--- config.mk ---
export PLATFORM = sky130hd
export DESIGN_NAME = tremolo_bank
export DESIGN_NICKNAME = d
export VERILOG_FILES = /design/src/design/tremolo_pkg.sv /design/src/design/lfo_triangle.sv /design/src/design/tremolo_gain.sv /design/src/design/channel_mixer.sv /design/src/design/tremolo_bank.sv
export SDC_FILE = /design/constraint.sdc
export NUM_CORES = 1
export LEC_CHECK = 0
export BUFFER_PORTS_ARGS = -buffer_cell sky130_fd_sc_hd__buf_2
export CAP_MARGIN = 10
export CORE_MARGIN = 5
export CORE_UTILIZATION = 55
export CTS_CLUSTER_SIZE = 40
export DETAILED_ROUTE_END_ITERATION = 10
export MAX_ROUTING_LAYER = met4
export PLACE_DENSITY = 0.77
export SLEW_MARGIN = 15
export SYNTH_ARGS = -nofsm -noshare
export SYNTH_HDL_FRONTEND = slang
export SYNTH_SLANG_ARGS = --single-unit
--- constraint.sdc ---
create_clock -name clk -period 5.03 [get_ports clk]
set_clock_uncertainty 0.2 [all_clocks]
set_input_delay 0.2515 -clock clk [delete_from_list [all_inputs] [get_ports clk]]
set_output_delay 0.2515 -clock clk [all_outputs]
set_load 0.05 [all_outputs]
--- src/design/tremolo_pkg.sv ---
package tremolo_pkg;

    ////////////////////////////////////////////////////////////
    // widths
    ////////////////////////////////////////////////////////////

    localparam int SAMPLE_W = 8;        // one unsigned audio sample.
    localparam int DEPTH_W  = 5;        // holds 0 up to DEPTH_MAX.
    localparam int WIDE_W   = 16;       // room for the modulation product.

    ////////////////////////////////////////////////////////////
    // shared constants
    ////////////////////////////////////////////////////////////

    localparam int NUM_CHANNELS = 4;    // gain stages in the bank.
    localparam int DEPTH_MAX    = 16;   // top of the triangle sweep.
    localparam int DEPTH_SHIFT  = 4;    // product is divided by 16.
    localparam int TICK_DIV     = 8;    // clocks per sample tick.
    localparam int MID_SAMPLE   = 128;  // fold point of the modulation.
    localparam int SAMPLE_MAX   = (1 << SAMPLE_W) - 1;

    // Derived sizes for the divider and the mono sum.
    localparam int TICK_CNT_W = $clog2(TICK_DIV);
    localparam int CHAN_SHIFT = $clog2(NUM_CHANNELS);
    localparam int MIX_W      = SAMPLE_W + CHAN_SHIFT;

    ////////////////////////////////////////////////////////////
    // types
    ////////////////////////////////////////////////////////////

    typedef logic [SAMPLE_W-1:0] sample_t;  // channel and mono samples.
    typedef logic [DEPTH_W-1:0]  depth_t;   // current tremolo depth.
    typedef logic [WIDE_W-1:0]   wide_t;    // intermediate arithmetic.

endpackage

--- src/design/lfo_triangle.sv ---
`timescale 1ns/1ps

module lfo_triangle
    import tremolo_pkg::*;
(
    input  logic   clk,
    input  logic   rst,
    input  logic   en,
    output logic   tick,
    output depth_t depth
);

    ////////////////////////////////////////////////////////////
    // sample tick divider
    ////////////////////////////////////////////////////////////

    logic [TICK_CNT_W-1:0] div_cnt;     // clocks left until the next tick.

    always_ff @(posedge clk or posedge rst) begin
        if (rst) begin
            div_cnt <= TICK_CNT_W'(TICK_DIV - 1);    // first tick lands TICK_DIV cycles out.
        end else if (div_cnt == '0) begin
            div_cnt <= TICK_CNT_W'(TICK_DIV - 1);    // reload on the tick cycle.
        end else begin
            div_cnt <= div_cnt - 1'b1;
        end
    end

    // The divider runs freely, so the tick keeps its rate while en is low.
    assign tick = (div_cnt == '0);

    ////////////////////////////////////////////////////////////
    // triangle depth
    ////////////////////////////////////////////////////////////

    logic   dir_up;                     // high while the sweep climbs.
    logic   dir_up_next;
    depth_t depth_next;

    always_comb begin
        depth_next  = depth;
        dir_up_next = dir_up;
        if (tick && en) begin
            if (dir_up && (depth < depth_t'(DEPTH_MAX))) begin
                depth_next = depth + 1'b1;              // still climbing.
            end else if (depth == depth_t'(DEPTH_MAX)) begin
                dir_up_next = 1'b0;                     // top reached, turn around.
                depth_next  = depth - 1'b1;
            end else if (!dir_up && (depth > '0)) begin
                depth_next = depth - 1'b1;              // still falling.
            end else if (depth == '0) begin
                dir_up_next = 1'b1;                     // bottom reached, climb again.
                depth_next  = depth + 1'b1;
            end
        end
    end

    // Depth moves on the edge that closes the tick cycle, so the gain
    // stages see the old value while they sample.
    always_ff @(posedge clk or posedge rst) begin
        if (rst) begin
            depth  <= '0;
            dir_up <= 1'b1;                             // sweep starts upward.
        end else begin
            depth  <= depth_next;
            dir_up <= dir_up_next;
        end
    end

endmodule

--- src/design/tremolo_gain.sv ---
`timescale 1ns/1ps

module tremolo_gain
    import tremolo_pkg::*;
(
    input  logic    clk,
    input  logic    rst,
    input  logic    tick,
    input  logic    en,
    input  depth_t  depth,
    input  sample_t sample_in,
    output sample_t sample_out,
    output logic    sample_valid
);

    ////////////////////////////////////////////////////////////
    // folded modulation
    ////////////////////////////////////////////////////////////

    wide_t sample_w;                    // input sample widened.
    wide_t depth_w;                     // depth widened.
    wide_t fold_base;                   // value at zero depth.
    wide_t swing;                       // distance from the fold point.
    wide_t product;
    wide_t mod_val;

    always_comb begin
        sample_w = wide_t'(sample_in);
        depth_w  = wide_t'(depth);
        if (sample_w >= wide_t'(MID_SAMPLE)) begin
            fold_base = wide_t'(SAMPLE_MAX) - sample_w;     // upper half is mirrored.
            swing     = sample_w - wide_t'(MID_SAMPLE);
        end else begin
            fold_base = sample_w;                           // lower half passes through.
            swing     = wide_t'(MID_SAMPLE - 1) - sample_w;
        end
        product = (swing << 1) * depth_w;                   // twice the swing, scaled by depth.
        mod_val = fold_base + (product >> DEPTH_SHIFT);     // divide by 16 rounds down.
    end

    ////////////////////////////////////////////////////////////
    // output register
    ////////////////////////////////////////////////////////////

    always_ff @(posedge clk or posedge rst) begin
        if (rst) begin
            sample_out   <= '0;
            sample_valid <= 1'b0;
        end else begin
            sample_valid <= tick;                           // one cycle behind the tick.
            if (tick) begin
                if (en) begin
                    sample_out <= sample_t'(mod_val);       // keep the low 8 bits.
                end else begin
                    sample_out <= '0;                       // muted while disabled.
                end
            end
        end
    end

endmodule

--- src/design/channel_mixer.sv ---
`timescale 1ns/1ps

module channel_mixer
    import tremolo_pkg::*;
(
    input  logic    clk,
    input  logic    rst,
    input  logic    in_valid,
    input  sample_t chan_in [NUM_CHANNELS],
    output sample_t chan_out [NUM_CHANNELS],
    output sample_t mono_out,
    output logic    out_valid
);

    ////////////////////////////////////////////////////////////
    // mono sum
    ////////////////////////////////////////////////////////////

    logic [MIX_W-1:0] mix_sum;          // wide enough for every channel at full scale.
    logic [MIX_W-1:0] mix_mean;

    always_comb begin
        mix_sum = '0;
        for (int i = 0; i < NUM_CHANNELS; i++) begin
            mix_sum = mix_sum + MIX_W'(chan_in[i]);
        end
    end

    // Channel count is a power of two, so the mean is a plain shift.
    assign mix_mean = mix_sum >> CHAN_SHIFT;

    ////////////////////////////////////////////////////////////
    // output registers
    ////////////////////////////////////////////////////////////

    always_ff @(posedge clk or posedge rst) begin
        if (rst) begin
            for (int i = 0; i < NUM_CHANNELS; i++) begin
                chan_out[i] <= '0;
            end
            mono_out  <= '0;
            out_valid <= 1'b0;
        end else begin
            out_valid <= in_valid;                      // strobe follows the capture.
            if (in_valid) begin
                for (int i = 0; i < NUM_CHANNELS; i++) begin
                    chan_out[i] <= chan_in[i];
                end
                mono_out <= sample_t'(mix_mean);        // mean never exceeds one sample.
            end
        end
    end

endmodule

--- src/design/tremolo_bank.sv ---
`timescale 1ns/1ps

module tremolo_bank
    import tremolo_pkg::*;
(
    input  logic    clk,
    input  logic    rst,
    input  logic    en,
    input  sample_t audio_in [NUM_CHANNELS],
    output sample_t audio_out [NUM_CHANNELS],
    output sample_t mono_out,
    output logic    out_valid
);

    logic                    tick;          // sample strobe from the LFO.
    depth_t                  depth;         // shared tremolo depth.
    sample_t                 gain_out [NUM_CHANNELS];
    logic [NUM_CHANNELS-1:0] gain_valid;    // all bits move together.

    ////////////////////////////////////////////////////////////
    // oscillator
    ////////////////////////////////////////////////////////////

    lfo_triangle u_lfo (
        .clk   (clk),
        .rst   (rst),
        .en    (en),
        .tick  (tick),
        .depth (depth)
    );

    ////////////////////////////////////////////////////////////
    // per channel gain stages
    ////////////////////////////////////////////////////////////

    for (genvar ch = 0; ch < NUM_CHANNELS; ch++) begin : g_chan
        tremolo_gain u_gain (
            .clk          (clk),
            .rst          (rst),
            .tick         (tick),
            .en           (en),
            .depth        (depth),
            .sample_in    (audio_in[ch]),
            .sample_out   (gain_out[ch]),
            .sample_valid (gain_valid[ch])
        );
    end

    ////////////////////////////////////////////////////////////
    // mixer
    ////////////////////////////////////////////////////////////

    // Channel 0 speaks for the whole set since every stage shares the tick.
    channel_mixer u_mixer (
        .clk       (clk),
        .rst       (rst),
        .in_valid  (gain_valid[0]),
        .chan_in   (gain_out),
        .chan_out  (audio_out),
        .mono_out  (mono_out),
        .out_valid (out_valid)
    );

endmodule

# Yosys cells after proc, flatten, opt, wreduce, memory -nomap -nowiden
# Index checks and enable logic that the tools add are counted.
# totals
elab_cells	79
output_inout_bits	41
register_bits	83
# op_classes
bitwise	1
mul	4
order_cmp	6
n_mux	20
n_eq_ne	2
reduce_logical	10
add_sub_neg	22
# op_table
cell	count
two-way mux 8 bit	8
multiplier 15 x 5 -> 11 bit	4
two-way mux 15 bit	4
subtractor 7 x 8 -> 9 bit (first input constant)	4
subtractor 8 x 8 -> 9 bit (second input constant)	4
adder 8 bit	4
>= comparator 8 bit (second input constant)	4
subtractor 8 bit (first input constant)	4
adder 10 x 8 -> 10 bit	2
two-way mux 5 bit	4
adder 8 x 8 -> 9 bit	1
adder 5 x 1 -> 5 bit (second input constant)	1
equality test 5 bit (second input constant)	1
greater-than comparator 5 x 1 -> 1 bit (second input constant)	1
logical NOT 5 bit	1
less-than comparator 5 bit (second input constant)	1
subtractor 5 x 1 -> 5 bit (second input constant)	1
AND reduction 4 bit	1
nonzero test 4 bit	1
logical AND 1 bit	3
logical NOT 3 bit	1
two-way mux 1 bit	3
two-way mux 3 bit	1
subtractor 3 x 1 -> 3 bit (second input constant)	1
other kinds (5)	5

# Longest topological paths before layout
# Gate-level depths: netlist (run 1).
# logic_depth
depth_word	5
mapped_depth	25
mapped_depth_nobuf	25

# Cells and area by module
# A second synthesis (run 1) with hierarchy kept.
# unflattened
cells_unflattened	1110
area_unflattened_um2	10383.7
# modules_own_cells
module	seq_area_each_um2	instances	area_per_inst_um2	cells_each
tremolo_gain (g_chan[0].u_gain ...)	225.2	3	1870.5	214
channel_mixer	1026.0	1	2327.2	196
tremolo_gain (g_chan[3].u_gain)	225.2	1	1880.6	212
lfo_triangle	230.2	1	564.3	60

# Least setup slack after synthesis (run 1)
# No wires, ideal clock.
# synth_timing
path_kind	input-to-reg
startpoint	input port audio_in[14] (netlist name)
endpoint	register g_chan[2].u_gain.sample_out[7]
setup_time_ps	141
t_arrival_ps	5406
path_stages	23
setup_slack_ps	-717
cell_sequence	inv_1 ha_1 or4b_4 o41a_1 buf_6 xnor2_1 nand2b_1 fa_1 fa_1 fa_1 inv_1 ha_1 nand2_1 o31a_4 o21bai_1 a21oi_2 xnor2_1 ha_1 nand2_1 o21ai_0 o41ai_1 xnor2_1 o22ai_1
# synth_via
elab_chain_cells	5
word_cells_on_any_way	9
# synth_rtl
element	line_no	text
start: declaration	tremolo_bank.sv:9	input sample_t audio_in [NUM_CHANNELS],
subtractor 7 x 8 -> 9 bit, or another cell as far along	tremolo_gain.sv:35	swing = wide_t'(MID_SAMPLE - 1) - sample_w;
two-way mux 15 bit	tremolo_gain.sv:30	if (sample_w >= wide_t'(MID_SAMPLE)) begin
multiplier 15 x 5 -> 11 bit	tremolo_gain.sv:37	product = (swing << 1) * depth_w;
adder 8 bit (*)	tremolo_gain.sv:38	mod_val = fold_base + (product >> DEPTH_SHIFT);
two-way mux 8 bit (*)	tremolo_gain.sv:52	if (en) begin
end signal: assignment	tremolo_gain.sv:53	sample_out <= sample_t'(mod_val);
end: declaration	tremolo_gain.sv:12	output sample_t sample_out,
# Every way passes the cells marked *; elsewhere a longest branch is shown, timed or not.
# A chain may end at the register's enable or synchronous reset.

# Final worst setup path (run 1)
# Ends and elaborated chain as after synthesis.

==> metrics.csv, run 1 <==
stage,metric,value,unit
critical_path,rrSetupSlack,0.09,ns
cts,cts_made_buffers,9,
timing,rsz0062_at_grt,yes,
critical_path,worstReg2RegEnd,g_chan[2].u_gain.sample_out[7],
logic_synthesis,synth-seq-area-share,21.3,%
layout,fillers,1121,
layout,layout_common_cells,"buf_4 (165), inv_1 (149), fa_1 (91)",
timing,setup_tns,-1.09,ns
floorplanning,die_y,143,um
timing,max_freq,187,MHz
logic_synthesis,synth_fa_ha_area_share,31.3,%
timing,hold_viol,0,
timing,setup_viol,6,
cts,root_buffer,clkbuf_16,
pwr,irDropWorstVdd,531,uV
logic_synthesis,syn_area_per_cell,9.15,um^2
critical_path,cp_max_fo,7,
global_route,antenna_found_initial,0,
layout,antennaDiodeCount,0,
logic_synthesis,synth_area_leader_cell,dfrtp_1,
route,wl_per_cell,15.9,um
critical_path,path_class,input port to flop,
placed_design,place_ws,-0.798,ns
floorplanning,die-area,20500,um^2
route,wl,24.3,mm
route,drc,0,
critical_path,cp_num_cells,24,
floorplanning,initial_core_util,56.3,%
placed_design,routabilityCongestion,0.899,
status,outcome,"complete, but fails checks",
critical_path,required,5.01,ns
logic_synthesis,synth_cell_types,61,
critical_path,slowest_stage,fa_1,
logic_synthesis,synth_seq_cells,83,
cts,hold_buffers,0,
logic_synthesis,synth_compound_area_share,10.5,%
logic_synthesis,synth-main-ff-cell,dfrtp_1,
floorplanning,core_area,17400,um^2
logic_synthesis,synth_area_leaders,"dfrtp_1 (20%), fa_1 (19%), ha_1 (12%)",
floorplanning,rows,48,
cts,clock_latency,0.34,ns
global_route,grt_overflow,0,
logic_synthesis,muxShareOfSynthArea,4.96,%
logic_synthesis,synth_top_area_share,20.2,%
logic_synthesis,yosys_warnings,0,
logic_synthesis,synth_top_family_by_area,adder cells,
critical_path,critPathArrivalTime,5.32,ns
logic_synthesis,synthesis.area,9780,um^2
timing,maxSlewViolCount,0,
critical_path,cp-end-kind,flop,
job,cap_viol_max_count,0,
global_route,track_usage,24.7,%
timing,post-route-min-period,5.34,ns
placed_design,postPlaceCellArea,11800,um^2
logic_synthesis,synth_nets,1293,
logic_synthesis,async_flop_share,100,%
critical_path,max_stage_delay,0.52,ns
logic_synthesis,yosys.area_share.simple,15.8,%
layout,layout_commonest_cell,buf_4,
critical_path,cp_top_family,adder cells,
critical_path,worstSetupStartpointType,input port,
route,drt_iter0_markers,440,
critical_path,crit_top_cell,fa_1,
route,viasPerCell,5.37,
critical_path,rr_worst_depth,19,
cts,ctsHtreeMaxLevel,3,
layout,final_layout_size_suffix_gt1_share,33.9,%
logic_synthesis,synth_xor_area_share,8.69,%
timing,worst_pin_slew,1.24,ns
route,ant_nets,0,
floorplanning,die_w,143,um
status,violations,setup timing,
cts,cts_tree,built,
route,vias,8207,
worst_hold_path,hold_class,input port to async pin,
global_route,grt_max_degree,84,
timing,setup_slack,-0.312,ns
pwr,leakage,6.57,nW
logic_synthesis,synthCells,1069,
floorplanning,pin_count,76,
cts,cts_sinks,83,
cts,clockBufferDepth,2,
cts,cts.clk_slew.worst_paths,0.06,ns
critical_path,worstPathCellList,"buf_12, inv_12, ha_4, or4b_4, o41a_1, buf_6, xnor2_4, nand2b_4, fa_1, fa_1, fa_1, inv_2, ha_4, nand2_2, o31a_4, o21bai_1, a21oi_2, xnor2_1, ha_1, nand2_1, o21ai_2, o41ai_2, xnor2_1, o22ai_1",
route,drt_pass1_iterations,5,
layout,syn_to_final_growth,31.8,%
timing,maxSlewHeadroom,15.3,%
logic_synthesis,synth_edf_count,0,
layout,nNetsFinal,1521,
global_route,grt_pass1_vias,8504,
timing,period_share,106,%
placed_design,dpl.hpwl,18.3,mm
layout,design_area,12900,um^2
global_route,grt_pass1_wl,40.1,mm
pwr,power_density,762,nW/um^2
placed_design,io_buffers,75,
critical_path,r2r-start,u_lfo.depth[3],
critical_path,worst-path-buf-inv,4,
-- worst max path at each step --
| stage | from | endpoint | slack [ns] |
|---|---|---|---|
| 2_1_floorplan | audio_in[14] | g_chan[2].u_gain.sample_out[7] | -0.47 |
| 3_3_place_gp | audio_in[14] | g_chan[2].u_gain.sample_out[7] | -0.70 |
| 3_5_place_dp | audio_in[14] | g_chan[2].u_gain.sample_out[7] | -0.80 |
| 4_1_cts | audio_in[14] | g_chan[2].u_gain.sample_out[7] | -0.16 |
| 5_1_grt | audio_in[14] | g_chan[2].u_gain.sample_out[7] | -0.54 |
| 6_report | audio_in[14] | g_chan[2].u_gain.sample_out[7] | -0.31 |
-- flip-flops by register name, indices dropped and copies added (netlist names) --
register                    cells
g_chan.u_gain.sample_out       32
g_chan.u_gain.sample_valid      1
u_lfo.depth                     5
u_lfo.dir_up                    1
u_lfo.div_cnt                   3
u_mixer.chan_out               32
u_mixer.mono_out                8
u_mixer.out_valid               1
-- where the power goes --
part	internal [W]	switching, W	leakage (nW)
clock	0.000448	0.000270	0.159
combinational	0.00386	0.00413	5.36
sequential	0.000919	0.000189	1.06
-- stage by stage --
step	total power, W	hold slack [ns]	utilization, %	cells
after floorplan	0.00594	0.152	-	1069
after global placement	0.00788	0.226	68.2	1486
after detailed placement	0.00810	0.235	68.2	1486
after CTS	0.00910	0.0642	71.5	1516
after global routing	0.0107	0.105	74.3	1527
final	0.00982	0.00163	74.3	1527
-- repair_timing --
item	4_1_cts	5_1_grt
buffers inserted	15	11
pin swaps	64	63
gates resized for setup	31	84
setup endpoints to repair	12	16
-- cells by family (layout without fill, tap and decap cells) --
group                      Yosys count  count (layout)
xor gates and xnor gates            97              97
buffers and inverters              192             425
DFF                                 83              83
and+or+nand+nor                    311             311
adders and majority gates          189             189
AOI/OAI and AO/OA                  153             153
muxes                               44              44
-- cells in the mapped netlist, drive strengths merged (3+ instances only) --
cell    number
nand2       80
xor2        25
buf          6
fa          93
o21bai       8
a211oi       5
nor2        77
a21oi       43
mux2        36
ha          96
mux2i        8
o41ai        8
clkbuf      25
a21o        18
and3         3
o22ai       10
xnor2       72
and2        21
nand3       19
nor3        15
o21a         6
dfstp        4
nor4         5
o21ai       33
nor2b       58
dfrtp       79
nand2b      24
o31ai        4
inv        160
-- worst min-delay path: stages --
cell and delay [ns]:
buf_2 0.10, clkinv_2 0.03, buf_4 0.73
-- final cells by class --
class	count	area, um^2	share of cell area (%)
multi-input combinational	794	7840	60.8
sequential	83	2080	16.2
timing repair buffer	248	1750	13.5
inverter	161	618	4.79
tap	225	282	2.18
clock buffer	10	239	1.85
clock inverter	6	86.3	0.670
-- layer usage --
metal / share of wire [%] / vias to the layer above / global-route usage, %
met2: 50 / 190 / 41.2
met4: 2.8 / 0 / 7.48
met5: 0 / - / -
met1: 44 / 4026 / 32.1
li1: - / 3936 / -
met3: 4.0 / 55 / 2.40
Power figures use the tool's default switching activity.
==> run 2: changes to the inputs <==
Settings changed: ABC_AREA set to 1, SYNTH_HIERARCHICAL set to 1.
==> metrics.csv, run 2 <==
stage,metric,value,unit
status,outcome,finished clean,
cts,cts_made_buffers,9,
logic_synthesis,synthesis.area,10200,um^2
floorplanning,pin_count,76,
layout,nNetsFinal,1673,
critical_path,r2r-start,u_lfo/depth[4],
worst_hold_path,hold_depth,5,
layout,design_area,11300,um^2
route,drt_iter0_markers,471,
critical_path,critPathArrivalTime,4.82,ns
placed_design,routabilityCongestion,0.936,
critical_path,path_class,flop to flop,
global_route,grt_max_degree,73,
floorplanning,rows,49,
floorplanning,die-area,21300,um^2
worst_hold_path,hold_start,en,
layout,layout_common_cells,"nand2_1 (286), inv_1 (285), nor2_1 (122)",
layout,layout_commonest_cell,nand2_1,
critical_path,cp-end-kind,flop,
critical_path,slowest_stage,fa_1,
floorplanning,die_w,146,um
job,cap_viol_max_count,0,
placed_design,dpl.hpwl,18.5,mm
timing,period_share,95.4,%
critical_path,max_stage_delay,0.54,ns
layout,multi_input_area,6940,um^2
layout,top_regs,"g_chan.u_gain/sample_out (32), u_mixer/chan_out (32), u_mixer/mono_out (8)",
route,vias,8434,
logic_synthesis,yosys_warnings,6,
timing,max_freq,208,MHz
layout,antennaDiodeCount,0,
critical_path,rr_worst_depth,24,
timing,rsz0062_at_grt,yes,
critical_path,cp-startpoint,u_lfo/depth[4],
route,ant_nets,0,
critical_path,rrSetupSlack,0.23,ns
critical_path,worstReg2RegEnd,g_chan[1].u_gain/sample_out[7],
logic_synthesis,synthCells,1339,
timing,maxSlewViolCount,0,
global_route,grt_overflow,0,
layout,seq_area,2080,um^2
global_route,grt_pass1_wl,37.9,mm
logic_synthesis,syn_area_per_cell,7.61,um^2
critical_path,crit_top_cell,nand2_1,
timing,maxSlewHeadroom,36.0,%
route,viasPerCell,5.00,
placed_design,place_ws,0.0243,ns
layout,fillers,1609,
global_route,grt_pass1_vias,8259,
floorplanning,initial_core_util,56.3,%
critical_path,worstPathCellList,"buf_6, clkinvlp_4, nor2_2, fa_1, fa_1, inv_1, fa_1, inv_1, ha_1, nand2_1, nor2_1, nand3_1, o211ai_2, nand2_2, nand2_1, nand2_1, nand2_1, ha_1, a21oi_1, o21ai_0, a21oi_1, nand3_1, nand3_1, nand2_1",
timing,setup_viol,0,
cts,cts.clk_slew.worst_paths,0.06,ns
timing,post-route-min-period,4.80,ns
route,drt_pass1_iterations,5,
layout,syn_to_final_growth,11.0,%
floorplanning,core_area,18100,um^2
layout,final_util,62.5,%
cts,cts_tree,built,
cts,clockBufferDepth,2,
critical_path,cp_max_fo,6,
route,drc,0,
timing,setup_slack,0.232,ns
worst_hold_path,min_to,g_chan[1].u_gain/sample_out[5],
cts,ctsHtreeMaxLevel,3,
placed_design,io_buffers,75,
critical_path,cp_top_family,adder cells,
critical_path,worstSetupStartpointType,flop,
timing,worst_pin_slew,0.958,ns
route,wl,22.3,mm
floorplanning,die_y,146,um
global_route,track_usage,21.8,%
critical_path,required,5.05,ns
route,wl_per_cell,13.2,um
cts,cts_sinks,83,
cts,clock_latency,0.34,ns
cts,root_buffer,clkbuf_16,
timing,setup_tns,0,ns
placed_design,postPlaceCellArea,10900,um^2
layout,final_layout_size_suffix_gt1_share,14.3,%
critical_path,worst-path-buf-inv,4,
global_route,antenna_found_initial,0,
worst_hold_path,hold_class,input port to flop,
timing,hold_viol,0,
==> run 2: repair_timing <==
item	in CTS	in global routing
endpoints found under the setup margin	0	11
setup buffers	0	10
gates resized for setup	0	16
hold endpoints to repair	40	0
hold buffers	1	0
==> run 2: final cells by class <==
class                      count  share of cell area (%)
timing repair buffer         101                    5.17
tap                          229                    2.53
inverter                     300                    10.2
sequential                    83                    18.4
clock buffer                  13                    2.21
clock inverter                 2                   0.111
multi-input combinational    960                    61.3
==> run 2: through the flow <==
step / instances / hold WS [ns]
floorplan: 1355 / -0.133
global placement: 1661 / 0.00558
detailed placement: 1661 / 0.0118
CTS: 1677 / 0.190
global route: 1688 / 0.216
finish: 1688 / 0.196
==> run 2: tightest hold or removal path, cell delays in order <==
cell and delay, ns:
buf_2 0.16, nand2_1 0.12, a21oi_1 0.05, o21ai_0 0.07, nand2_1 0.05
==> run 2: layer usage <==
| layer | GRT usage (%) | vias up | wire length (um) |
|---|---|---|---|
| li1 | - | 4297 | - |
| met4 | 5.17 | 0 | 372 |
| met1 | 30.0 | 3885 | 10600 |
| met3 | 3.75 | 33 | 1190 |
| met5 | - | - | 0 |
| met2 | 34.0 | 219 | 10200 |
==> run 2: worst max path at each step <==
stage / endpoint / slack [ns] / depth (start not counted)
2_1_floorplan: g_chan[0].u_gain/sample_out[7] / 0.42 / 21
3_3_place_gp: g_chan[3].u_gain/sample_out[7] / 0.12 / 25
3_5_place_dp: g_chan[3].u_gain/sample_out[7] / 0.02 / 23
4_1_cts: g_chan[3].u_gain/sample_out[7] / 0.03 / 23
5_1_grt: g_chan[2].u_gain/sample_out[7] / -0.07 / 23
6_report: g_chan[1].u_gain/sample_out[7] / 0.23 / 24
Power of run 2 is not shown: default switching activity piles up to over one toggle a cycle in this logic, so the estimate is an artifact.
